File: src/bus_pkg.sv
package bus_pkg;

    // host bus geometry
    parameter int addr_w = 16;
    parameter int data_w = 32;

    // byte address map
    // ram sits at the bottom, single-word registers up high
    parameter logic [addr_w-1:0] ram_limit    = 16'h0400;
    parameter logic [addr_w-1:0] timer_addr   = 16'h8000;
    parameter logic [addr_w-1:0] buttons_addr = 16'h8004;
    parameter logic [addr_w-1:0] leds_addr    = 16'h8008;

    // transaction kind
    typedef enum logic {
        op_read  = 1'b0,
        op_write = 1'b1
    } bus_op_e;

    // decoded target of one access
    typedef enum logic [2:0] {
        region_ram     = 3'd0,
        region_timer   = 3'd1,
        region_buttons = 3'd2,
        region_leds    = 3'd3,
        region_none    = 3'd4
    } region_e;

endpackage

File: src/periph_pkg.sv
package periph_pkg;

    // free-running timer register
    parameter int timer_w = 32;

    // button inputs, one bit each
    parameter int btn_w = 4;

    // led output register
    parameter int led_w = 8;

    // host port handshake phases
    typedef enum logic [1:0] {
        st_idle = 2'd0,
        st_busy = 2'd1,
        st_ack  = 2'd2
    } port_state_e;

endpackage

File: src/soc_bus_if.sv
`timescale 1ns/100ps

interface soc_bus_if;

    // request side, from host port
    logic                             valid;
    bus_pkg::bus_op_e                 wen;
    logic [bus_pkg::addr_w-1:0]       addr;
    logic [bus_pkg::data_w-1:0]       wdata;
    logic [bus_pkg::data_w/8-1:0]     byte_sel;

    // response side, from decoder
    // rdata and err only meaningful while done is high
    logic [bus_pkg::data_w-1:0]       rdata;
    logic                             err;
    logic                             done;

    modport initiator (
        output valid, wen, addr, wdata, byte_sel,
        input  rdata, err, done
    );

    modport target (
        input  valid, wen, addr, wdata, byte_sel,
        output rdata, err, done
    );

endinterface

File: src/host_port.sv
`timescale 1ns/100ps

module host_port (
    input  logic                           clk,
    input  logic                           rst_n,
    input  logic                           req,
    input  logic                           wen,
    input  logic [bus_pkg::addr_w-1:0]     addr,
    input  logic [bus_pkg::data_w-1:0]     wdata,
    input  logic [bus_pkg::data_w/8-1:0]   byte_sel,
    output logic                           ack,
    output logic [bus_pkg::data_w-1:0]     rdata,
    output logic                           err,
    soc_bus_if.initiator                   bus
);

    periph_pkg::port_state_e state;

    // latched request, held for the whole transaction
    bus_pkg::bus_op_e                 wen_q;
    logic [bus_pkg::addr_w-1:0]       addr_q;
    logic [bus_pkg::data_w-1:0]       wdata_q;
    logic [bus_pkg::data_w/8-1:0]     byte_sel_q;

    // control side
    always_ff @(posedge clk or negedge rst_n) begin
        if (!rst_n) begin
            state     <= periph_pkg::st_idle;
            bus.valid <= 1'b0;
            ack       <= 1'b0;
            err       <= 1'b0;
        end else begin
            // valid is a single pulse
            bus.valid <= 1'b0;
            case (state)
                periph_pkg::st_idle: begin
                    if (req) begin
                        bus.valid <= 1'b1;
                        state     <= periph_pkg::st_busy;
                    end
                end
                periph_pkg::st_busy: begin
                    // ack goes up the cycle after done
                    if (bus.done) begin
                        ack   <= 1'b1;
                        err   <= bus.err;
                        state <= periph_pkg::st_ack;
                    end
                end
                periph_pkg::st_ack: begin
                    // master may hold req; wait it out
                    if (!req) begin
                        ack   <= 1'b0;
                        state <= periph_pkg::st_idle;
                    end
                end
                default: state <= periph_pkg::st_idle;
            endcase
        end
    end

    // payload capture
    always_ff @(posedge clk) begin
        if (state == periph_pkg::st_idle && req) begin
            wen_q      <= wen ? bus_pkg::op_write : bus_pkg::op_read;
            addr_q     <= addr;
            wdata_q    <= wdata;
            byte_sel_q <= byte_sel;
        end
        if (state == periph_pkg::st_busy && bus.done) begin
            rdata <= bus.rdata;
        end
    end

    assign bus.wen      = wen_q;
    assign bus.addr     = addr_q;
    assign bus.wdata    = wdata_q;
    assign bus.byte_sel = byte_sel_q;

endmodule

File: src/flat_wrapper.sv
// flat-port wrapper written by rule: the top's interface ports become plain ports
module host_port_flat 
  (clk, rst_n, req, wen, addr, wdata, byte_sel, ack, rdata, err, bus_valid, bus_wen, bus_addr, bus_wdata, bus_byte_sel, bus_rdata, bus_err, bus_done);
  soc_bus_if bus_i ();
  input  logic clk;
  input  logic rst_n;
  input  logic req;
  input  logic wen;
  input  logic [bus_pkg::addr_w-1:0] addr;
  input  logic [bus_pkg::data_w-1:0] wdata;
  input  logic [bus_pkg::data_w/8-1:0] byte_sel;
  output logic ack;
  output logic [bus_pkg::data_w-1:0] rdata;
  output logic err;
  output wire logic [$bits(bus_i.valid)-1:0] bus_valid;
  output wire logic [$bits(bus_i.wen)-1:0] bus_wen;
  output wire logic [$bits(bus_i.addr)-1:0] bus_addr;
  output wire logic [$bits(bus_i.wdata)-1:0] bus_wdata;
  output wire logic [$bits(bus_i.byte_sel)-1:0] bus_byte_sel;
  input wire logic [$bits(bus_i.rdata)-1:0] bus_rdata;
  input wire logic [$bits(bus_i.err)-1:0] bus_err;
  input wire logic [$bits(bus_i.done)-1:0] bus_done;
  assign bus_valid = bus_i.valid;
  assign bus_wen = bus_i.wen;
  assign bus_addr = bus_i.addr;
  assign bus_wdata = bus_i.wdata;
  assign bus_byte_sel = bus_i.byte_sel;
  assign bus_i.rdata = bus_rdata;
  assign bus_i.err = bus_err;
  assign bus_i.done = bus_done;
  host_port u_core (.clk(clk), .rst_n(rst_n), .req(req), .wen(wen), .addr(addr), .wdata(wdata), .byte_sel(byte_sel), .ack(ack), .rdata(rdata), .err(err), .bus(bus_i));
endmodule
File: config.mk
export PLATFORM = sky130hd
export DESIGN_NAME = host_port_flat
export DESIGN_NICKNAME = d
export VERILOG_FILES = /design/src/bus_pkg.sv /design/src/periph_pkg.sv /design/src/soc_bus_if.sv /design/src/host_port.sv /design/src/flat_wrapper.sv
export SDC_FILE = /design/constraint.sdc
export NUM_CORES = 1
export LEC_CHECK = 0
export BUFFER_PORTS_ARGS = -buffer_cell sky130_fd_sc_hd__buf_2
export CAP_MARGIN = 20
export CORE_MARGIN = 2
export CORE_UTILIZATION = 45
export CTS_CLUSTER_SIZE = 16
export DETAILED_ROUTE_END_ITERATION = 10
export PLACE_DENSITY = 0.89
export SLEW_MARGIN = 20
export SYNTH_ARGS = -nofsm -noshare
export SYNTH_HDL_FRONTEND = slang
export SYNTH_SLANG_ARGS = --single-unit
export TNS_END_PERCENT = 20
File: constraint.sdc
create_clock -name clk -period 8.5 [get_ports clk]
set_input_delay 1.275 -clock clk [delete_from_list [all_inputs] [get_ports clk]]
set_output_delay 1.275 -clock clk [all_outputs]
set_load 0.005 [all_outputs]
==> metrics.csv <==
metric,value,unit
Final Hold Vio Count,0,
most frequent cell after synthesis,edfxtp_1,
Final WS setup,6.33,ns
Setup-failing EPs final,0,
post-synthesis net count,193,
yosys warns,0,
RSZ-0062 raised after global routing,false,
leading cell types by count after synthesis,"edfxtp_1 (85), dfrtp_1 (5), o21ai_0 (3)",
total wire length,6.46,mm
clock tree buffer depth,2,
critical path data required time,7.22,ns
CP Launch Type,flip-flop,
die area,6770,um^2
crit path capture,rdata[10],
DRT iter0 DRCs,72,
dpl ws,5.61,ns
Worst setup EP type,output pin,
total number of vias,1700,
Yosys top cell area share,92.6,%
Slew @ Worst Pin,0.638,ns
worst r2r path cells,3,
# port buffers,177,
ports placed on the boundary,178,
status,"finished, final reports clean",
reg2reg setup slack,6.91,ns
CTS H-Tree Depth,3,
syn avg cell area,26.8,um^2
maxcap violations,0,
"CP delay by family, top",flip-flops,
CP Buf/Inv Count,1,
Synth Instances,103,
Cell Pwr Density,279,nW/um^2
final cell utilization of the core,66.9,%
Max Freq,0.460,GHz
largest net degree at the start of global routing,33,
predominant post-synthesis flop cell,edfxtp_1,
Congestion Overflow GR,0,
hold crit path type,reg -> reg,
Die Y,82.3,um
count of different cell masters after synthesis,11,
CTS tree,done,
static leakage,1.69,nW
"top cells by area, synth","edfxtp_1 (93%), dfrtp_1 (4.5%), o21ai_0 (0.54%), mux2_4 (0.54%), nor2b_2 (0.32%)",
min Tclk post-route,2.17,ns
final clock skew,0.0114,ns
CP Max Fanout,1,
crit path DAT,0.90,ns
Post-synth EDFFs,85,
gpl congestion,0.747,
"Hold-fix buffers, CTS",0,
reg2reg end,u_core.rdata[5],
Slew Limit Fails,0,
final std cells w/o fill,375,
worst-path cell chain,buf_2,
# nets final,383,
Inst Count DP,357,
area grow syn2layout,43.7,%
setup_tns,0,ns
via/cell ratio,4.53,
Worst path depth,1,
Tot Pwr,1.10,mW
largest family of logic cells by synthesized area,simple AND/OR/NAND/NOR gates,
setup bufs post-CTS,0,
hpwl dp,5.01,mm
row cnt,28,
register area,2680,um^2
biggest area consumer among synthesized cells,edfxtp_1,
Total GRT Usage,18.1,%
Initial Util,46.6,%
area of the multi-input gates,76.3,um^2
"Seq/Total Area, Yosys",97.1,%
clk sinks,90,
drt wl/cell,17.2,um
vias in the first global route,1661,
Post-CTS Resized,0,
Synth Area in XOR/XNOR,0,%
RR Startpoint,u_core.state[1],
clk slew on worst S/H paths,0.09,ns
filler cell count,399,
Synth Area in Adders,0,%
clk_lat worst skew,0.34,ns
register bit count reported by yosys,90,
first-pass GRT wire length,8.26,mm
final period utilization,25.6,%
CORE AREA,5920,um^2
Post-Synth Simple-Gate Area,1.23,%
Compound-Gate Fraction of Synth Area,0.817,%
mapped cell area,2760,um^2
initial antenna violation count,2,
crit path max-delay cell type,edfxtp_1,
max incr delay on CP,0.41,ns
Synth async-reset ratio,5.56,%
Critical Path Source,u_core.rdata[10],
residual DRC count,0,
ANT nets after route,0,
die width,82.3,um
CTS Root Buffer Type,clkbuf_8,
worst vdd ir,0.155,mV
total CTS buffers,9,
drt pass-1 iters,4,
Setup Crit Path Kind,reg -> out,
Slew headroom,57.4,%
post-synthesis mux area share,0.545,%
layout cell share with drive strength beyond 1,66.8,%
-- report_power, final --
group,switching [mW],internal (mW),total [mW]
Combinational,0.106,0.0781,0.184
Sequential,0.0321,0.602,0.634
Clock,0.148,0.138,0.286
-- per-layer routing --
layer  part of all wire, %  wire length [um]  GRT usage (%)
met4                   3.1               197           10.2
met1                    33              2160           18.1
met5                     0                 0              0
met3                    11               706           7.93
met2                    53              3390           31.2
-- through the flow --
step | cell area, um^2 | hold slack, ns
5_1_grt | 3960 | 0.595
6_report | 3960 | 0.557
4_1_cts | 3960 | 0.557
2_1_floorplan | 2760 | 0.481
3_3_place_gp | 3760 | 0.499
3_5_place_dp | 3760 | 0.531
-- layout make-up --
cell class	count	share of cell area (%)
antenna	2	0.126
clock buffer	9	3.13
clock inverter	7	1.93
inverter	2	0.190
multi-input combinational	11	1.93
sequential	90	67.6
tap	75	2.37
timing repair buffer	179	22.7
-- worst register-to-register path, stage by stage (launching register included) --
cell and delay (ns):
dfrtp_1 0.46, nor2b_2 0.17, nand2_2 0.09, inv_2 0.49
-- how the worst min path moves through the flow --
stage,start,to,slack [ns],cells past startpoint
2_1_floorplan,u_core.state[1],u_core.state[0],0.48,1
5_1_grt,u_core.err,u_core.err,0.60,1
6_report,u_core.ack,u_core.ack,0.56,2
3_3_place_gp,u_core.err,u_core.err,0.50,1
4_1_cts,u_core.ack,u_core.ack,0.56,2
3_5_place_dp,u_core.err,u_core.err,0.53,1
-- cell families (layout without fill, tap and decap cells) --
family	Yosys count	after routing
DFF	90	90
AOI/OAI and AO/OA	4	4
muxes	1	1
buffers and inverters	2	197
other	0	2
and+or+nand+nor	6	6
-- sequential cells by signal, summed over array words and instances, names as in the netlist --
register and count:
u_core.err 1, u_core.state 2, u_core.ack 1, u_core.bus.wen 1, u_core.bus.wdata 32, u_core.rdata 32, u_core.bus.addr 16, u_core.bus.valid 1
u_core.bus.byte_sel 4
-- cells in the final DEF (no fill, tap or decap) --
master	instances
buf_2	177
edfxtp_1	85
clkbuf_8	9
dfrtp_1	5
o21ai_0	3
diode_2	2
nand2_1	2
clkinv_4	2
inv_6	2
buf_4	2
nor2b_2	1
nand2_2	1
inv_2	1
nor3b_2	1
nor2_1	1
a211oi_1	1
inv_1	1
mux2_4	1
clkinv_1	1
bufinv_16	1
clkinvlp_4	1
Power figures use the tool's default switching activity.
