==> config.mk <==
export PLATFORM = sky130hd
export DESIGN_NAME = bus_decoder_flat
export DESIGN_NICKNAME = d
export VERILOG_FILES = /design/src/bus_pkg.sv /design/src/soc_bus_if.sv /design/src/bus_decoder.sv /design/src/flat_wrapper.sv
export SDC_FILE = /design/constraint.sdc
export NUM_CORES = 1
export LEC_CHECK = 0
export BUFFER_PORTS_ARGS = -buffer_cell sky130_fd_sc_hd__buf_2
export CORE_AREA = 5 5 90 92
export CTS_CLUSTER_DIAMETER = 30
export DETAILED_ROUTE_END_ITERATION = 12
export DIE_AREA = 0 0 95 97
export PLACE_DENSITY = 0.77
export SLEW_MARGIN = 10
export SYNTH_ARGS = -nofsm -noshare
export SYNTH_HDL_FRONTEND = slang
export SYNTH_SLANG_ARGS = --single-unit
export TNS_END_PERCENT = 30
==> constraint.sdc <==
create_clock -name clk -period 5.75 [get_ports clk]
set_input_delay 1.15 -clock clk [delete_from_list [all_inputs] [get_ports clk]]
set_output_delay 1.15 -clock clk [all_outputs]
set_load 0.02 [all_outputs]
==> src/bus_pkg.sv <==
package bus_pkg;

    // host bus geometry
    parameter int addr_w = 16;
    parameter int data_w = 32;

    // byte address map
    // ram sits at the bottom, single-word registers up high
    parameter logic [addr_w-1:0] ram_limit    = 16'h0400;
    parameter logic [addr_w-1:0] timer_addr   = 16'h8000;
    parameter logic [addr_w-1:0] buttons_addr = 16'h8004;
    parameter logic [addr_w-1:0] leds_addr    = 16'h8008;

    // transaction kind
    typedef enum logic {
        op_read  = 1'b0,
        op_write = 1'b1
    } bus_op_e;

    // decoded target of one access
    typedef enum logic [2:0] {
        region_ram     = 3'd0,
        region_timer   = 3'd1,
        region_buttons = 3'd2,
        region_leds    = 3'd3,
        region_none    = 3'd4
    } region_e;

endpackage

==> src/soc_bus_if.sv <==
`timescale 1ns/100ps

interface soc_bus_if;

    // request side, from host port
    logic                             valid;
    bus_pkg::bus_op_e                 wen;
    logic [bus_pkg::addr_w-1:0]       addr;
    logic [bus_pkg::data_w-1:0]       wdata;
    logic [bus_pkg::data_w/8-1:0]     byte_sel;

    // response side, from decoder
    // rdata and err only meaningful while done is high
    logic [bus_pkg::data_w-1:0]       rdata;
    logic                             err;
    logic                             done;

    modport initiator (
        output valid, wen, addr, wdata, byte_sel,
        input  rdata, err, done
    );

    modport target (
        input  valid, wen, addr, wdata, byte_sel,
        output rdata, err, done
    );

endinterface

==> src/bus_decoder.sv <==
`timescale 1ns/100ps

module bus_decoder #(
    parameter int ram_words = 256
) (
    input  logic                           clk,
    input  logic                           rst_n,
    soc_bus_if.target                      bus,
    output logic                           ram_en,
    output logic                           ram_wen,
    output logic [$clog2(ram_words)-1:0]   ram_addr,
    output logic [bus_pkg::data_w-1:0]     ram_wdata,
    output logic [bus_pkg::data_w/8-1:0]   ram_byte_sel,
    input  logic [bus_pkg::data_w-1:0]     ram_rdata,
    output bus_pkg::region_e               io_sel,
    output logic                           io_wen,
    output logic [bus_pkg::data_w-1:0]     io_wdata,
    input  logic [bus_pkg::data_w-1:0]     io_rdata
);

    bus_pkg::region_e region;
    logic             is_write;
    logic             ram_read;
    logic             io_read;
    logic             bad;
    logic             rd_pend;

    // address map lookup
    always_comb begin
        if (bus.addr < bus_pkg::ram_limit) begin
            region = bus_pkg::region_ram;
        end else if (bus.addr == bus_pkg::timer_addr) begin
            region = bus_pkg::region_timer;
        end else if (bus.addr == bus_pkg::buttons_addr) begin
            region = bus_pkg::region_buttons;
        end else if (bus.addr == bus_pkg::leds_addr) begin
            region = bus_pkg::region_leds;
        end else begin
            region = bus_pkg::region_none;
        end
    end

    assign is_write = (bus.wen == bus_pkg::op_write);
    assign ram_read = (region == bus_pkg::region_ram) && !is_write;
    assign io_read  = !is_write && (region == bus_pkg::region_timer ||
                                    region == bus_pkg::region_buttons ||
                                    region == bus_pkg::region_leds);
    // unmapped, or a write to a read-only register
    assign bad = (region == bus_pkg::region_none) ||
                 (is_write && (region == bus_pkg::region_timer ||
                               region == bus_pkg::region_buttons));

    // ram strobes, word addressed
    assign ram_en       = bus.valid && (region == bus_pkg::region_ram);
    assign ram_wen      = ram_en && is_write;
    assign ram_addr     = bus.addr[$clog2(ram_words)+1:2];
    assign ram_wdata    = bus.wdata;
    assign ram_byte_sel = bus.byte_sel;

    // io side filters on io_sel itself
    assign io_sel   = region;
    assign io_wen   = bus.valid && is_write && (region != bus_pkg::region_ram);
    assign io_wdata = bus.wdata;

    // completion, one extra cycle for ram reads
    always_ff @(posedge clk or negedge rst_n) begin
        if (!rst_n) begin
            bus.done <= 1'b0;
            bus.err  <= 1'b0;
            rd_pend  <= 1'b0;
        end else begin
            bus.done <= 1'b0;
            rd_pend  <= 1'b0;
            if (rd_pend) begin
                bus.done <= 1'b1;
                bus.err  <= 1'b0;
            end else if (bus.valid) begin
                if (ram_read) begin
                    rd_pend <= 1'b1;
                end else begin
                    bus.done <= 1'b1;
                    bus.err  <= bad;
                end
            end
        end
    end

    // returned word; writes and errors give zero
    always_ff @(posedge clk) begin
        if (rd_pend) begin
            bus.rdata <= ram_rdata;
        end else if (bus.valid && !ram_read) begin
            bus.rdata <= io_read ? io_rdata : '0;
        end
    end

endmodule

==> src/flat_wrapper.sv <==
// flat-port wrapper written by rule: the top's interface ports become plain ports
module bus_decoder_flat 
#(
    parameter int ram_words = 256
)
  (clk, rst_n, ram_en, ram_wen, ram_addr, ram_wdata, ram_byte_sel, ram_rdata, io_sel, io_wen, io_wdata, io_rdata, bus_valid, bus_wen, bus_addr, bus_wdata, bus_byte_sel, bus_rdata, bus_err, bus_done);
  soc_bus_if bus_i ();
  input  logic clk;
  input  logic rst_n;
  output logic ram_en;
  output logic ram_wen;
  output logic [$clog2(ram_words)-1:0] ram_addr;
  output logic [bus_pkg::data_w-1:0] ram_wdata;
  output logic [bus_pkg::data_w/8-1:0] ram_byte_sel;
  input  logic [bus_pkg::data_w-1:0] ram_rdata;
  output bus_pkg::region_e io_sel;
  output logic io_wen;
  output logic [bus_pkg::data_w-1:0] io_wdata;
  input  logic [bus_pkg::data_w-1:0] io_rdata;
  input wire logic [$bits(bus_i.valid)-1:0] bus_valid;
  input wire logic [$bits(bus_i.wen)-1:0] bus_wen;
  input wire logic [$bits(bus_i.addr)-1:0] bus_addr;
  input wire logic [$bits(bus_i.wdata)-1:0] bus_wdata;
  input wire logic [$bits(bus_i.byte_sel)-1:0] bus_byte_sel;
  output wire logic [$bits(bus_i.rdata)-1:0] bus_rdata;
  output wire logic [$bits(bus_i.err)-1:0] bus_err;
  output wire logic [$bits(bus_i.done)-1:0] bus_done;
  assign bus_i.valid = bus_valid;
  assign bus_i.wen = bus_wen;
  assign bus_i.addr = bus_addr;
  assign bus_i.wdata = bus_wdata;
  assign bus_i.byte_sel = bus_byte_sel;
  assign bus_rdata = bus_i.rdata;
  assign bus_err = bus_i.err;
  assign bus_done = bus_i.done;
  bus_decoder #(.ram_words(ram_words)) u_core (.clk(clk), .rst_n(rst_n), .bus(bus_i), .ram_en(ram_en), .ram_wen(ram_wen), .ram_addr(ram_addr), .ram_wdata(ram_wdata), .ram_byte_sel(ram_byte_sel), .ram_rdata(ram_rdata), .io_sel(io_sel), .io_wen(io_wen), .io_wdata(io_wdata), .io_rdata(io_rdata));
endmodule
==> flow_summary_export.csv, run 1 <==
group,metric,value,unit
drt,antenna_left,0,
floorplan,core,7140,µm²
cts,tritoncts,"built",
final_layout,multi_input_area,537,µm²
final_layout,final_core_util,34.9,%
drt,wl,6.25,mm
power,leakagePower,1.16,nW
final_layout,finalInstanceArea,2490,µm²
setup_path,worstSetupPathType,"input pin to primary output",
global_routing,grt_pass1_wl,8.87,mm
cts,cts-resized-gates,0,
outcome,status,"complete, no violations",
synth,synth_warnings,0,
synth,yosysSeqAreaShare,47.2,%
floorplan,initial_core_util,30.8,%
global_routing,grt_pass1_vias,1582,
floorplan,fp.dieW,95,µm
placed_design,numPortBuffers,131,
setup_path,max_stage_delay,0.68,ns
setup_path,critPathMostFrequentCell,"buf_2",
sta,worst_slew_pin_slew,1.03,ns
global_routing,grt_usage,12.5,%
power,clockPowerShare,37.4,%
final_layout,antenna-diode-count,0,
synth,syn_inst,184,
synth,ys_ff_latch,35,
sta,rsz0062_at_grt,"false",
sta,fin_worst_skew,0.00273,ns
cts,clk_pin_slew,0.07,ns
placed_design,place.gp.congestion,0.768,
drt,drc,0,
sta,hold_viol,0,
sta,fmax,0.247,GHz
cts,post-cts-setup-buffers,0,
cts,clkLatencyLatePin,0.28,ns
setup_path,path_cells,"buf_2 -> or4_4 -> and4bb_1 -> nor3b_2 -> buf_2",
final_layout,synthToLayoutAreaGrowth,13.5,%
setup_path,crit_fanout,18,
flow_run,drv_cap,0,
power,p_sw,0.000129,W
global_routing,grt_max_degree,39,
setup_path,critPathTopFamily,"simple AND/OR/NAND/NOR gates",
cts,clock_path_buffers,2,
cts,cts.sinks,35,
placed_design,placed_area,2380,µm²
final_layout,nets,358,
final_layout,fillers,742,
drt,vias,1566,
global_routing,overflow,0,
sta,setup_viol,0,
setup_path,crit_path_top_delay_cell,"and4bb_1",
worst_hold_path,hold_path_class,"flop to flop",
sta,slew_headroom,31.1,%
power,netSwitchingFraction,22.5,%
cts,holdBufCountCts,0,
power,p_seq_share,49.9,%
cts,cts_buffers,5,
sta,min_period,4.04,ns
drt,wl_per_cell,18.5,µm
cts,root_buffer,"clkbuf_8",
setup_path,cp_data_arrival_time,2.89,ns
final_layout,register_area,1040,µm²
floorplan,io_pins,236,
synth,syn-cell-area,2190,µm²
final_layout,drive_gt1_share,61.1,%
floorplan,rows,31,
synth,syn_nets,304,
power,powerDensity,231,nW/µm²
global_routing,antenna_found_initial,0,
drt,drt_iter0_markers,59,
power,cellInternalPower,0.000445,W
sta,drv_slew,0,
power,power,0.000575,W
synth,yosys.cell_types.count,27,
floorplan,die_area,9220,µm²
power,comb_power_share,12.8,%
setup_path,crit_buf_inv,2,
drt,via_per_inst,4.63,
final_layout,final_cells,338,
setup_path,critPathCaptureType,"primary output",
floorplan,die_h,97,µm
sta,fin_crit_sh,70.3,%
setup_path,worstPathRequired,4.60,ns
setup_path,cp-start-kind,"input pin",
cts,cts-htree-levels,2,
drt,dr.pass1.iters,4,
placed_design,dp_cells,330,
power,vdd_drop_max,0.0825,mV
sta,finalSetupTns,0,ns
synth,synth.avg_cell_area,11.9,µm²
placed_design,dp_hpwl,5.11,mm
[power groups by stage]
stage | Clock, W | Sequential, W | Combinational [W]
floorplan | 0 | 0.000303 | 0.0000906
global placement | 0 | 0.000292 | 0.0000728
detailed placement | 0 | 0.000292 | 0.0000743
CTS | 0.000223 | 0.000286 | 0.0000745
global route | 0.000234 | 0.000287 | 0.0000800
finish | 0.000215 | 0.000286 | 0.0000733
[registers in the layout, indices dropped and copies added, names as in the netlist]
name and flops:
u_core.bus.done 1, u_core.rd_pend 1, u_core.bus.rdata 32, u_core.bus.err 1
[worst register-to-register path: stages, from the launching register on]
cell	delay (ns)
dfrtp_1	0.33
buf_4	0.35
nor2_1	0.15
a21oi_4	0.83
[path summary, 6_finish.rpt]
kind                       depth (start not counted)  slack [ns]      startpoint                   end
max                                                5        1.71    bus_addr[12]             io_sel[0]
min                                                2        0.57  u_core.bus.err        u_core.bus.err
max reg2reg                                        3        3.69  u_core.rd_pend  u_core.bus.rdata[17]
min reg2reg                                        2        0.57  u_core.bus.err        u_core.bus.err
max in group asynchronous                          1        5.00           rst_n       u_core.bus.done
min in group asynchronous                          1        0.65           rst_n        u_core.rd_pend
[metal layers]
layer  routed length [µm]  vias to the layer above  part of all wire [%]  GRT usage (%)
li1                     -                      728                     -              -
met1                 1990                      689                    32           11.5
met2                 3440                      140                    55           23.8
met3                  748                        9                    12           5.12
met4                   74                        0                   1.2           4.66
met5                    0                        -                     0              0
[Yosys cell counts (all sizes together)]
library cell	n	area (µm²)
nand2b	1	6.26
nor4b	1	15.0
nor2	3	11.3
xor2	1	8.76
a31oi	1	6.26
nand2	3	11.3
nor4	2	12.5
a21oi	1	5.00
or4	1	11.3
inv	1	3.75
nor3b	1	12.5
or3	1	6.26
dfrtp	3	75.1
and2	2	12.5
buf	80	612
nand3b	1	7.51
a41o	2	20.0
nor2b	1	6.26
and3	3	18.8
o21ai	2	10.0
nor3	1	5.00
a32o	31	310
edfxtp	32	961
and4bb	1	12.5
clkbuf	7	26.3
o211ai	1	7.51
[area by class of cell]
cell class              count  share of cell area [%]
clock buffers               5                    2.76
well taps                  99                    4.97
flip-flops and latches     35                    41.6
repair buffers            134                    27.2
multi-input cells          61                    21.5
clock inverters             3                    1.76
inverters                   1                   0.151
[per-stage QoR]
step / worst slack, ns / hold slack (ns)
floorplan: 2.06 / 0.633
global placement: 1.70 / 0.544
detailed placement: 1.66 / 0.556
CTS: 1.66 / 0.567
global route: 1.58 / 0.607
finish: 1.71 / 0.566
[layout by cell type, fill, tap and decap left out, types with 2 or more instances in the layout]
master,count
nor4_1,2
nand2_1,3
dfrtp_1,3
a32o_1,31
o21ai_0,2
clkbuf_8,5
and2_1,2
buf_4,3
buf_2,131
and3_1,3
edfxtp_1,32
a41o_1,2
nor2_1,3
[kinds of logic (layout without fill, tap and decap cells)]
kind of cell,count (synthesis),after routing,synth area share [%]
buf+inv,88,143,29.2
flops,35,35,47.2
simple gates,22,22,6.78
xor+xnor,1,1,0.399
compound gates,38,38,16.4
(Power assumes the default switching activity.)
==> run 2: changes to the inputs <==
--- a/config.mk
+++ b/config.mk
@@ -6,11 +6,11 @@
 export NUM_CORES = 1
 export LEC_CHECK = 0
 export BUFFER_PORTS_ARGS = -buffer_cell sky130_fd_sc_hd__buf_2
-export CORE_AREA = 5 5 90 92
+export CORE_AREA = 5 5 88 90
 export CTS_CLUSTER_DIAMETER = 30
 export DETAILED_ROUTE_END_ITERATION = 12
-export DIE_AREA = 0 0 95 97
-export PLACE_DENSITY = 0.77
+export DIE_AREA = 0 0 93 95
+export PLACE_DENSITY = 0.8
 export SLEW_MARGIN = 10
 export SYNTH_ARGS = -nofsm -noshare
 export SYNTH_HDL_FRONTEND = slang
==> constraint.sdc (replaced) <==
create_clock -name clk -period 4.1 [get_ports clk]
set_input_delay 0.82 -clock clk [delete_from_list [all_inputs] [get_ports clk]]
set_output_delay 0.82 -clock clk [all_outputs]
set_load 0.02 [all_outputs]
==> flow_summary_export.csv, run 2 (synthesis gave the netlist of run 1 again) <==
group,metric,value,unit
outcome,status,"complete, no violations",
final_layout,multi_input_area,537,µm²
drt,vias,1634,
final_layout,drive_gt1_share,61.1,%
sta,drv_slew,0,
power,power,0.000807,W
sta,fmax,0.318,GHz
final_layout,fillers,696,
setup_path,reg2reg_slack,1.94,ns
sta,fin_worst_skew,0.00594,ns
cts,cts-htree-levels,2,
sta,hold_viol,0,
drt,via_per_inst,5.09,
setup_path,crit_start,"bus_addr[12]",
floorplan,fp.dieW,93,µm
setup_path,critPathMostFrequentCell,"buf_2",
setup_path,reg2reg_from,"u_core.rd_pend",
placed_design,numPortBuffers,131,
floorplan,initial_core_util,31.4,%
cts,clkLatencyLatePin,0.28,ns
setup_path,endpoint,"ram_wen",
sta,finalSetupTns,0,ns
cts,clk_pin_slew,0.07,ns
setup_path,crit_fanout,5,
drt,dr.pass1.iters,4,
cts,clock_path_buffers,2,
worst_hold_path,hold_path_class,"input pin to asynchronous set/reset pin",
sta,min_period,3.14,ns
setup_path,crit_buf_inv,2,
sta,rsz0062_at_grt,"false",
sta,worst_slew_pin_slew,1.00,ns
cts,root_buffer,"clkbuf_8",
global_routing,grt_pass1_wl,8.69,mm
final_layout,layout_commonest_cell,"buf_2",
setup_path,path_cells,"buf_2 -> or4_4 -> nor3_1 -> and3_1 -> buf_2",
placed_design,dp_hpwl,4.98,mm
cts,post-cts-setup-buffers,0,
setup_path,r2r-end,"u_core.bus.rdata[28]",
final_layout,nets,358,
global_routing,antenna_found_initial,0,
final_layout,mostFrequentLayoutCells,"131 x buf_2, 32 x edfxtp_1, 31 x a32o_1",
global_routing,overflow,0,
final_layout,largest_reg_flops,32,
floorplan,rows,31,
drt,antenna_left,0,
cts,cts-resized-gates,0,
global_routing,grt_usage,12.7,%
setup_path,crit_cells,5,
cts,cts_buffers,5,
sta,slew_headroom,33.0,%
setup_path,worstSetupPathType,"input pin to primary output",
setup_path,critPathTopFamily,"simple AND/OR/NAND/NOR gates",
final_layout,largest-register,"u_core.bus.rdata",
final_layout,final_core_util,35.4,%
floorplan,die_h,95,µm
cts,holdBufCountCts,0,
setup_path,cp_data_arrival_time,2.32,ns
power,leakagePower,1.16,nW
setup_path,cp-start-kind,"input pin",
global_routing,grt_max_degree,34,
floorplan,die_area,8840,µm²
setup_path,worstPathRequired,3.28,ns
setup_path,max_stage_delay,0.53,ns
sta,setup_viol,0,
drt,wl,6.05,mm
power,vdd_drop_max,0.125,mV
drt,drt_iter0_markers,57,
final_layout,register_area,1040,µm²
drt,wl_per_cell,18.9,µm
floorplan,io_pins,236,
placed_design,place.gp.congestion,0.777,
final_layout,synthToLayoutAreaGrowth,12.5,%
global_routing,grt_pass1_vias,1629,
power,powerDensity,327,nW/µm²
sta,fin_crit_sh,76.6,%
cts,tritoncts,"built",
setup_path,r2r.worst_path.cells,2,
flow_run,drv_cap,0,
cts,cts.sinks,35,
setup_path,crit_path_top_delay_cell,"or4_4",
floorplan,core,6980,µm²
drt,drc,0,
final_layout,antenna-diode-count,0,
setup_path,critPathCaptureType,"primary output",
## run 2: cell counts in the layout (fill, tap and decap cells not counted)
Identical to the previous run, type by type.
## run 2: area by class of cell
type	count	share of cell area [%]
clock buffers	5	2.79
inverters	1	0.152
multi-input cells	61	21.7
clock inverters	3	1.77
well taps	82	4.15
repair buffers	134	27.5
flip-flops and latches	35	41.9
## run 2: how the worst min path moves through the flow
stage	from	end	depth (start not counted)
2_1_floorplan	rst_n	u_core.bus.done	0
3_3_place_gp	u_core.bus.err	u_core.bus.err	2
3_5_place_dp	u_core.bus.err	u_core.bus.err	2
4_1_cts	rst_n	u_core.bus.err	1
5_1_grt	rst_n	u_core.bus.err	1
6_report	rst_n	u_core.bus.done	1
## run 2: layer usage
layer / global-route usage [%] / wire length (µm) / up-vias
met2: 24.0 / 3290 / 123
met3: 4.94 / 736 / 21
li1: - / - / 732
met4: 6.11 / 135 / 0
met5: 0 / 0 / -
met1: 12.1 / 1890 / 758
## run 2: power breakdown
group	internal (W)	leakage (nW)	total [W]	switching, W
registers	0.000399	0.379	0.000402	0.00000271
clock network	0.000181	0.0581	0.000302	0.000121
logic	0.0000449	0.724	0.000104	0.0000587
## run 2: through the flow
step / std cells / hold slack, ns / worst slack (ns) / instance area, µm²
5_1_grt: 321 / 0.305 / 0.833 / 2470
6_report: 321 / 0.317 / 0.960 / 2470
4_1_cts: 321 / 0.308 / 0.944 / 2470
3_3_place_gp: 313 / 0.544 / 1.01 / 2360
3_5_place_dp: 313 / 0.543 / 0.943 / 2360
2_1_floorplan: 184 / 0.524 / 1.05 / 2190
