$ cat src/reset_sync.sv
`timescale 1ns/100ps

module reset_sync #(
    parameter int reset_cycles = 4
) (
    input  logic clk,
    input  logic ext_reset,
    output logic rst_n
);

    logic [reset_cycles-1:0] cnt;

    // cleared straight away, counts up to all ones then holds
    always_ff @(posedge clk or negedge ext_reset) begin
        if (!ext_reset) begin
            cnt <= '0;
        end else if (!rst_n) begin
            cnt <= cnt + 1'b1;
        end
    end

    // release once saturated
    assign rst_n = &cnt;

endmodule

$ cat config.mk
export PLATFORM = sky130hd
export DESIGN_NAME = reset_sync
export DESIGN_NICKNAME = d
export VERILOG_FILES = /design/src/reset_sync.sv
export SDC_FILE = /design/constraint.sdc
export NUM_CORES = 1
export LEC_CHECK = 0
export CORE_AREA = 10 10 47 49
export CTS_CLUSTER_DIAMETER = 30
export DETAILED_ROUTE_END_ITERATION = 7
export DIE_AREA = 0 0 57 59
export DONT_BUFFER_PORTS = 1
export PLACE_DENSITY = 0.35
export SLEW_MARGIN = 20
export SYNTH_ARGS = -nofsm -noshare
export SYNTH_HDL_FRONTEND = slang
export SYNTH_SLANG_ARGS = --single-unit
$ cat constraint.sdc
create_clock -name clk -period 2.9 [get_ports clk]
set_clock_uncertainty 0.1 [all_clocks]
set_input_delay 0.145 -clock clk [delete_from_list [all_inputs] [get_ports clk]]
set_output_delay 0.145 -clock clk [all_outputs]
set_load 0.01 [all_outputs]
==> reports/qor.yml, run 1 <==
clock_network:
  clk_transition_reported_paths_ns: 0.04
  clock_sinks: 4
  clk_path_buf_depth: 2
  cts_max_level: 1
  cts_tree: "built"
  cts_root_buffer: "clkbuf_4"
  cts_buffers: 3
  post_cts_buffers: 0
  insertion_delay_ns: 0.23
route:
  vias: 108
  drt_iter0_markers: 0
  firstDrtPassIters: 1
  drcViolationCount: 0
  wl_um: 291
  wire_per_inst_um: 8.56
  viasPerCell: 3.18
  ant_nets: 0
pwr:
  p_comb_frac: 0.016
  power.density_mw_per_mm2: 525
  internal_power_uw: 103
  power_frac_clock: 0.532
  power_frac_seq: 0.453
  p_leak_uw: 0.0000851
  switching_power_uw: 20.9
  ir_drop_mv: 0.305
  swShare: 0.168
setup_path:
  critPathLaunch: "cnt[0]"
  reg2reg_from: "cnt[0]"
  startpoint_type: "flop"
  worstSetupEndpointType: "flop"
  crit_end: "cnt[1]"
  cp_max_fo: 4
  arrival_ns: 1.40
  cp.required_ns: 2.91
  reg2regPathDepth: 3
  r2r-end: "cnt[1]"
  reg2reg_slack_ns: 1.51
  path_class: "reg2reg"
sta:
  drv_slew: 0
  setup_viol: 0
  final.period_utilization: 0.480
  hold_viol: 0
  fin_setup_tns_ns: 0
  tightest_slew_ns: 0.189
  rsz0062_at_grt: "no"
  slew_headroom: 0.874
  max_clock_freq_mhz: 718
  period_minus_slack_ns: 1.39
grt:
  grt_pass1_wl_um: 565
  overflow: 0
  grt_max_degree: 6
  track_usage: 0.0238
  grt_pass1_vias: 134
  antenna_found_initial: 0
synth:
  syn_avg_cell_area_um2: 13.1
  ys.warnings.count: 0
  synth_cells: 14
  synth_nets: 17
  yosys.area.top_type_share: 0.544
  seq_area_frac_synth: 0.544
  synth_largest_area_cell: "dfrtp_1"
  ys_types: 10
  ys_ff_latch: 4
  yosys-top-cells-area: "dfrtp_1 (54%), mux2_4 (8.2%), ha_1 (6.8%)"
  syn_area_um2: 184
run:
  drv_cap: 0
final_layout:
  largest-register: "cnt"
  area_growth_pct: 28.6
  final_net_count: 23
  final_area_um2: 236
  largest_reg_flops: 4
  reg_top3: "cnt x4"
  register_area_um2: 100
  final_layout_size_suffix_gt1_frac: 0.278
  multiInputGateArea_um2: 83.8
  fill_cells: 160
  antenna_cells: 0
hold_path:
  hold_class: "in2async"
floorplanning:
  ios: 3
  rows: 14
  core-area_mm2: 0.00140
  die_w_um: 57
  dieHeight_um: 59
  start_util: 0.131
  die-area_mm2: 0.00336
run_status:
  status: "finished clean"
place:
  gp_congestion: 0.782
  place_area_um2: 204
  io_buffers: 0
## critical path, cell delays in order, from the launching register on
cell	delay (ns)
dfrtp_1	0.40
ha_1	0.23
and3_4	0.24
mux2_4	0.30
## logic make-up after synthesis
logic type,Yosys count,synth area share
adders and majority gates,1,0.0680
and+or+nand+nor,4,0.150
xor gates and xnor gates,1,0.0476
AOI/OAI and AO/OA,3,0.109
DFF,4,0.544
muxes,1,0.0816
## what timing repair did
item | 4_1_cts | 5_1_grt
hold endpoints to repair | 4 | 0
gates resized for setup | 0 | 0
hold buffers | 1 | 0
## power by group through the flow
| stage | clock, µW | combinational, µW | sequential (µW) |
|---|---|---|---|
| floorplan | 0 | 0.0000321 | 56.8 |
| global placement | 0 | 0.0000321 | 56.8 |
| detailed placement | 0 | 0.0000321 | 56.8 |
| CTS | 70.2 | 2.05 | 56.1 |
| global route | 76.2 | 2.39 | 56.0 |
| finish | 66.0 | 1.93 | 56.2 |
## cell usage after synthesis
cell and count:
a31oi_1 1, a21oi_1 1, nor2b_1 2, and3_4 1, dfrtp_1 4, nor2_1 1
a41oi_1 1, mux2_4 1, xnor2_1 1, ha_1 1
## how the worst min path moves through the flow
stage,cells after the start,to,start
after detailed placement,0,cnt[2],ext_reset
final,1,cnt[2],ext_reset
after global placement,0,cnt[2],ext_reset
after floorplan,0,cnt[0],ext_reset
after global routing,1,cnt[2],ext_reset
after CTS,1,cnt[2],ext_reset
## layer usage
layer  routed length (µm)  share of wire  GRT usage
met1                  165           0.57     0.0262
met2                   82           0.28     0.0248
met3                   43           0.15     0.0365
met4                    0              0          0
met5                    0              0          0
## layout make-up
cell class / count / area share
multi-input combinational: 10 / 0.354
sequential: 4 / 0.423
tap: 16 / 0.0847
timing repair buffer: 1 / 0.0423
clock buffer: 3 / 0.0952
## placed cells by master, fill, tap and decap left out
| master | count |
|---|---|
| a21oi_1 | 1 |
| a31oi_1 | 1 |
| a41oi_1 | 1 |
| and3_4 | 1 |
| clkbuf_4 | 3 |
| dfrtp_1 | 4 |
| dlygate4sd3_1 | 1 |
| ha_1 | 1 |
| mux2_4 | 1 |
| nor2_1 | 1 |
| nor2b_1 | 2 |
| xnor2_1 | 1 |
## metrics by stage
stage                     std cells  power (µW)  hold slack, ns  utilization  setup WS [ns]
after detailed placement         30        56.8          -0.250        0.146           1.51
after global placement           30        56.8          -0.250        0.146           1.52
final                            34         124          0.0884        0.169           1.51
after CTS                        34         128          0.0874        0.169           1.50
after global routing             34         135           0.105        0.169           1.39
after floorplan                  14        56.8          -0.251            -           1.58
Note: power is estimated with default switching activity, not from simulation.
==> run 2: changes to the inputs <==
==> constraint.sdc (replaced) <==
create_clock -name clk -period 1.33 [get_ports clk]
set_clock_uncertainty 0.1 [all_clocks]
set_input_delay 0.0665 -clock clk [delete_from_list [all_inputs] [get_ports clk]]
set_output_delay 0.0665 -clock clk [all_outputs]
set_load 0.01 [all_outputs]
==> reports/qor.yml, run 2 (same netlist as run 1, synthesis figures left out) <==
sta:
  period_minus_slack_ns: 1.27
  worst_slack_ns: 0.0564  # was 1.51 ns
  hold_viol: 0  # unchanged
  slew_headroom: 0.864  # was 0.874
  fin_setup_tns_ns: 0  # unchanged
  final.period_utilization: 0.958
  drv_slew: 0  # unchanged
  rsz0062_at_grt: "no"  # unchanged
  tightest_slew_ns: 0.203  # was 0.189 ns
  setup_viol: 0  # unchanged
  max_clock_freq_mhz: 785
floorplanning:
  core-area_mm2: 0.00140  # unchanged
  dieHeight_um: 59  # unchanged
  start_util: 0.131  # unchanged
  die-area_mm2: 0.00336  # unchanged
  die_w_um: 57  # unchanged
  ios: 3  # unchanged
  rows: 14  # unchanged
grt:
  overflow: 0  # unchanged
  grt_max_degree: 6  # unchanged
  grt_pass1_wl_um: 621  # was 565 µm
  antenna_found_initial: 0  # unchanged
  track_usage: 0.0281  # was 0.0238
  grt_pass1_vias: 142  # was 134
final_layout:
  largest_reg_flops: 4  # unchanged
  final_area_um2: 269  # was 236 µm²
  multiInputGateArea_um2: 86.3  # was 83.8 µm²
  reg_top3: "cnt x4"  # unchanged
  largest-register: "cnt"  # unchanged
  final_net_count: 27  # was 23
  register_area_um2: 100  # unchanged
  area_growth_pct: 46.3  # was 28.6%
  layout_common_cells: "dfrtp_1 (4), buf_4 (4), clkbuf_4 (3)"  # was dfrtp_1 (4), clkbuf_4 (3), nor2b_1 (2)
  antenna_cells: 0  # unchanged
  post-route-util: 0.192  # was 0.169
  final_layout_size_suffix_gt1_frac: 0.455  # was 0.278
  fill_cells: 161  # was 160
setup_path:
  worstSetupEndpointType: "output pin"  # was flop
  cp.required_ns: 1.16  # was 2.91 ns
  cp_max_fo: 2  # was 4
  arrival_ns: 1.11  # was 1.40 ns
  startpoint_type: "flop"  # unchanged
  path_class: "reg2out"  # was reg2reg
pwr:
  swShare: 0.205  # was 0.168
  p_leak_uw: 0.000101  # was 0.0000851 µW
  switching_power_uw: 58.3  # was 20.9 µW
  ir_drop_mv: 0.375  # was 0.305 mV
  power.density_mw_per_mm2: 1060  # was 525 mW/mm²
  power_frac_seq: 0.431  # was 0.453
  power_frac_clock: 0.554  # was 0.532
  p_total_uw: 284  # was 124 µW
  p_comb_frac: 0.015  # was 0.016
  internal_power_uw: 226  # was 103 µW
run:
  drv_cap: 0  # unchanged
clock_network:
  cts_max_level: 1  # unchanged
  cts_root_buffer: "clkbuf_4"  # unchanged
  clock_sinks: 4  # unchanged
  cts_buffers: 3  # unchanged
  insertion_delay_ns: 0.24  # was 0.23 ns
  clk_path_buf_depth: 2  # unchanged
  cts_tree: "built"  # unchanged
  clk_transition_reported_paths_ns: 0.04  # about the same
route:
  drt_iter0_markers: 4  # was 0
  viasPerCell: 3.61  # was 3.18
  wl_um: 355  # was 291 µm
  wire_per_inst_um: 9.34  # was 8.56 µm
  drcViolationCount: 0  # unchanged
  firstDrtPassIters: 2  # was 1
  ant_nets: 0  # unchanged
  vias: 137  # was 108
place:
  io_buffers: 0  # unchanged
  place_area_um2: 234  # was 204 µm²
  gp_congestion: 0.709  # was 0.782
  dp_slack_ns: 0.0782  # was 1.51 ns
  dpl.hpwl_um: 265
hold_path:
  hold_class: "in2async"  # unchanged
run_status:
  status: "finished clean"  # unchanged
## run 2: cell count changes in the layout (fill, tap and decap cells not counted)
cell	delta
buf_4	+4
ha_1	-1
ha_2	+1
## run 2: area by class of cell
| cell class | instances | area share |
|---|---|---|
| tap | 16 | 0.0744 |
| sequential | 4 | 0.372 |
| timing repair buffer | 5 | 0.149 |
| clock buffer | 3 | 0.0837 |
| multi-input combinational | 10 | 0.321 |
## run 2: per-layer routing
layer | GRT usage | wire length, µm | up-vias
li1 | - | - | 68
met1 | 0.0274 | 176 | 62
met2 | 0.0233 | 109 | 7
met3 | 0.0515 | 68 | 0
met4 | 0.0101 | 0 | 0
met5 | 0 | 0 | -
## run 2: critical path: stages, from the launching register on
cell and delay (ns):
dfrtp_1 0.38, ha_2 0.19, and3_4 0.15, buf_4 0.15
## run 2: final timing paths
kind,slack [ns],cells after the start,to,startpoint
setup / recovery,0.06,3,rst_n,cnt[0]
hold / removal,0.003,1,cnt[2],ext_reset
setup reg to reg,0.11,3,cnt[1],cnt[0]
hold reg to reg,0.47,1,cnt[3],cnt[2]
max in group asynchronous,0.95,1,cnt[1],ext_reset
min in group clk,0.47,1,cnt[3],cnt[2]
## run 2: metrics by stage
stage	hold WS, ns	instances
after global routing	0.0178	38
after floorplan	-0.329	14
after detailed placement	-0.329	34
final	0.00305	38
after CTS	0.0108	38
after global placement	-0.329	34
## run 2: power by group through the flow
| stage | Clock [µW] | Sequential, µW | Combinational (µW) |
|---|---|---|---|
| 5_1_grt | 174 | 122 | 5.23 |
| 2_1_floorplan | 0 | 124 | 0.0000321 |
| 4_1_cts | 165 | 122 | 4.81 |
| 6_report | 157 | 122 | 4.39 |
| 3_3_place_gp | 0 | 124 | 0.0000487 |
| 3_5_place_dp | 0 | 124 | 0.0000487 |
## run 2: timing repair
item | CTS | global route
buffers inserted | 0 | 0
hold buffers | 1 | 0
gates resized for setup | 0 | 1
setup endpoints to repair | 0 | 1
endpoints found under the hold margin | 4 | 0
==> run 3: changes to the inputs <==
--- a/config.mk
+++ b/config.mk
@@ -5,12 +5,13 @@
 export SDC_FILE = /design/constraint.sdc
 export NUM_CORES = 1
 export LEC_CHECK = 0
+export ABC_AREA = 1
 export CORE_AREA = 10 10 47 49
 export CTS_CLUSTER_DIAMETER = 30
 export DETAILED_ROUTE_END_ITERATION = 7
 export DIE_AREA = 0 0 57 59
 export DONT_BUFFER_PORTS = 1
-export PLACE_DENSITY = 0.35
+export PLACE_DENSITY = 0.37
 export SLEW_MARGIN = 20
 export SYNTH_ARGS = -nofsm -noshare
 export SYNTH_HDL_FRONTEND = slang
==> constraint.sdc (replaced) <==
create_clock -name clk -period 1.2 [get_ports clk]
set_clock_uncertainty 0.1 [all_clocks]
set_input_delay 0.06 -clock clk [delete_from_list [all_inputs] [get_ports clk]]
set_output_delay 0.06 -clock clk [all_outputs]
set_load 0.01 [all_outputs]
==> reports/qor.yml, run 3 <==
grt:
  grt_pass1_vias: 203  # was 142
  overflow: 0  # unchanged
  track_usage: 0.0316  # was 0.0281
  grt_max_degree: 5  # was 6
  antenna_found_initial: 0  # unchanged
  grt_pass1_wl_um: 745  # was 621 µm
final_layout:
  final_net_count: 40  # was 27
  antenna_cells: 0  # unchanged
  post-route-util: 0.225  # was 0.192
  largest_reg_flops: 4  # unchanged
  layout_common_cells: "nand2_1 (9), inv_1 (4), dfrtp_1 (4), buf_4 (4)"  # was dfrtp_1 (4), buf_4 (4), clkbuf_4 (3)
  reg_top3: "cnt x4"  # unchanged
  largest-register: "cnt"  # unchanged
  area_growth_pct: 54.6  # was 46.3%
  final_common_cell: "nand2_1"
  final_layout_size_suffix_gt1_frac: 0.343  # was 0.455
synth:
  synthFlopType: "dfrtp_1"  # unchanged
  ys_ff_latch: 4  # unchanged
  syn_area_um2: 204  # was 184 µm²
  yosys-top-cells-area: "dfrtp_1 (49%), nand2_1 (17%), inv_1 (7.4%)"  # was dfrtp_1 (54%), mux2_4 (8.2%), ha_1 (6.8%)
  yosys.area.top_type_share: 0.491  # was 0.544
  yosysMostFrequentCell: "nand2_1"  # was dfrtp_1
  async_reset_ff_frac: 1.00  # unchanged
  netlist_top_cells_count: "nand2_1 (9), dfrtp_1 (4), inv_1 (4)"  # was dfrtp_1 (4), nor2b_1 (2)
  synth_nets: 29  # was 17
  ys_types: 10  # unchanged
  synth_edf_count: 0  # unchanged
  synth_cells: 26  # was 14
  syn_avg_cell_area_um2: 7.84  # was 13.1 µm²
  seq_area_frac_synth: 0.491  # was 0.544
  ys.warnings.count: 0  # unchanged
  synth_largest_area_cell: "dfrtp_1"  # unchanged
floorplanning:
  dieHeight_um: 59  # unchanged
  die-area_mm2: 0.00336  # unchanged
  ios: 3  # unchanged
  core-area_mm2: 0.00140  # unchanged
  die_w_um: 57  # unchanged
  rows: 14  # unchanged
  start_util: 0.146  # was 0.131
route:
  ant_nets: 0  # unchanged
  wl_um: 455  # was 355 µm
  viasPerCell: 3.67  # was 3.61
  wire_per_inst_um: 8.92  # was 9.34 µm
  drt_iter0_markers: 4  # unchanged
  vias: 187  # was 137
  drcViolationCount: 0  # unchanged
  firstDrtPassIters: 4  # was 2
sta:
  hold_viol: 2  # was 0
  tightest_slew_ns: 0.205  # was 0.203 ns
  drv_slew: 0  # unchanged
  hold_slack_ns: -0.00182  # was 0.00305 ns
  rsz0062_at_grt: "yes"  # was no
  final.period_utilization: 1.02
  setup_viol: 1  # was 0
  max_clock_freq_mhz: 814
  slew_headroom: 0.863  # was 0.864
  worst_slack_ns: -0.0283  # was 0.0564 ns
  period_minus_slack_ns: 1.23
setup_path:
  path_class: "reg2out"  # unchanged
  arrival_ns: 1.07  # was 1.11 ns
  crit_path_cell_trace: "ha_4 -> nand2_4 -> nor2_4 -> buf_6"  # was ha_2 -> and3_4 -> buf_4
  critPathSlowestCell: "dfrtp_1"  # unchanged
  cp.required_ns: 1.04  # was 1.16 ns
  startpoint_type: "flop"  # unchanged
  cp_slowest_stage_delay_ns: 0.39  # was 0.38 ns
  critical-path-top-delay-family: "flip-flops"  # unchanged
  cp_max_fo: 3  # was 2
  worst-path-buf-inv: 1  # unchanged
  worstSetupEndpointType: "output pin"  # unchanged
run:
  drv_cap: 0  # unchanged
pwr:
  p_total_uw: 309  # was 284 µW
  ir_drop_mv: 0.359  # was 0.375 mV
  power.density_mw_per_mm2: 981  # was 1060 mW/mm²
  p_leak_uw: 0.000175  # was 0.000101 µW
clock_network:
  cts_buffers: 3  # unchanged
  insertion_delay_ns: 0.24  # about the same
  cts_max_level: 1  # unchanged
  clock_sinks: 4  # unchanged
  clk_path_buf_depth: 2  # unchanged
  clk_transition_reported_paths_ns: 0.04  # about the same
  cts_tree: "built"  # unchanged
  cts_root_buffer: "clkbuf_4"  # unchanged
run_status:
  status: "complete, but fails checks"  # was finished clean
  violations: "negative hold slack, negative setup slack"
place:
  gp_congestion: 0.821  # was 0.709
  dp_slack_ns: 0.0419  # was 0.0782 ns
  dpl.hpwl_um: 302  # was 265 µm
  io_buffers: 0  # unchanged
hold_path:
  hold_class: "in2async"  # unchanged
run 3: logic make-up after synthesis:
group | after synthesis | synth area share
AND/OR/NAND/NOR | 15 | 0.331
buffers and inverters | 5 | 0.0920
flip-flops | 4 | 0.491
AO/OA/AOI/OAI | 1 | 0.0245
adder cells (fa/ha/maj) | 1 | 0.0613
run 3: final timing paths:
check | startpoint | to | slack, ns | cells past startpoint
setup / recovery | cnt[0] | rst_n | -0.03 | 4
hold / removal | ext_reset | cnt[3] | -0.002 | 1
setup reg to reg | cnt[1] | cnt[3] | 0.07 | 6
hold reg to reg | cnt[3] | cnt[2] | 0.48 | 2
max in group asynchronous | ext_reset | cnt[1] | 0.81 | 1
min in group clk | cnt[3] | cnt[2] | 0.48 | 2
run 3: final cells by class:
type,count,area [µm²]
fill,159,1090
multi-input combinational,17,103
sequential,4,100
timing repair buffer,6,51.3
clock buffer,3,22.5
tap,16,20.0
inverter,5,18.8
run 3: layer usage:
layer	vias to the layer above	routed length, µm	global-route usage
met5	-	0	0
met4	0	16	0.0403
met1	82	168	0.0226
li1	96	-	-
met2	7	206	0.0419
met3	2	64	0.0322
run 3: stage by stage:
step / TNS, ns / std cells / area [µm²]
2_1_floorplan: 0 / 26 / 204
3_3_place_gp: 0 / 44 / 239
3_5_place_dp: 0 / 44 / 239
4_1_cts: -0.0247 / 50 / 308
5_1_grt: -0.0699 / 51 / 315
6_report: -0.0283 / 51 / 315
run 3: power by group:
| group | switching [µW] | leakage (µW) | internal [µW] | total [µW] |
|---|---|---|---|---|
| registers | 0 | 0.0000350 | 136 | 136 |
| clock network | 56.9 | 0.0000138 | 112 | 169 |
| logic | 2.65 | 0.000126 | 2.24 | 4.90 |
| total | 59.5 | 0.000175 | 250 | 309 |
run 3: repair_timing:
action	CTS	global route
resized for setup	4	0
endpoints found under the hold margin	4	0
endpoints found under the setup margin	1	2
hold buffers	1	0
setup buffers	2	1
pin swaps	1	2
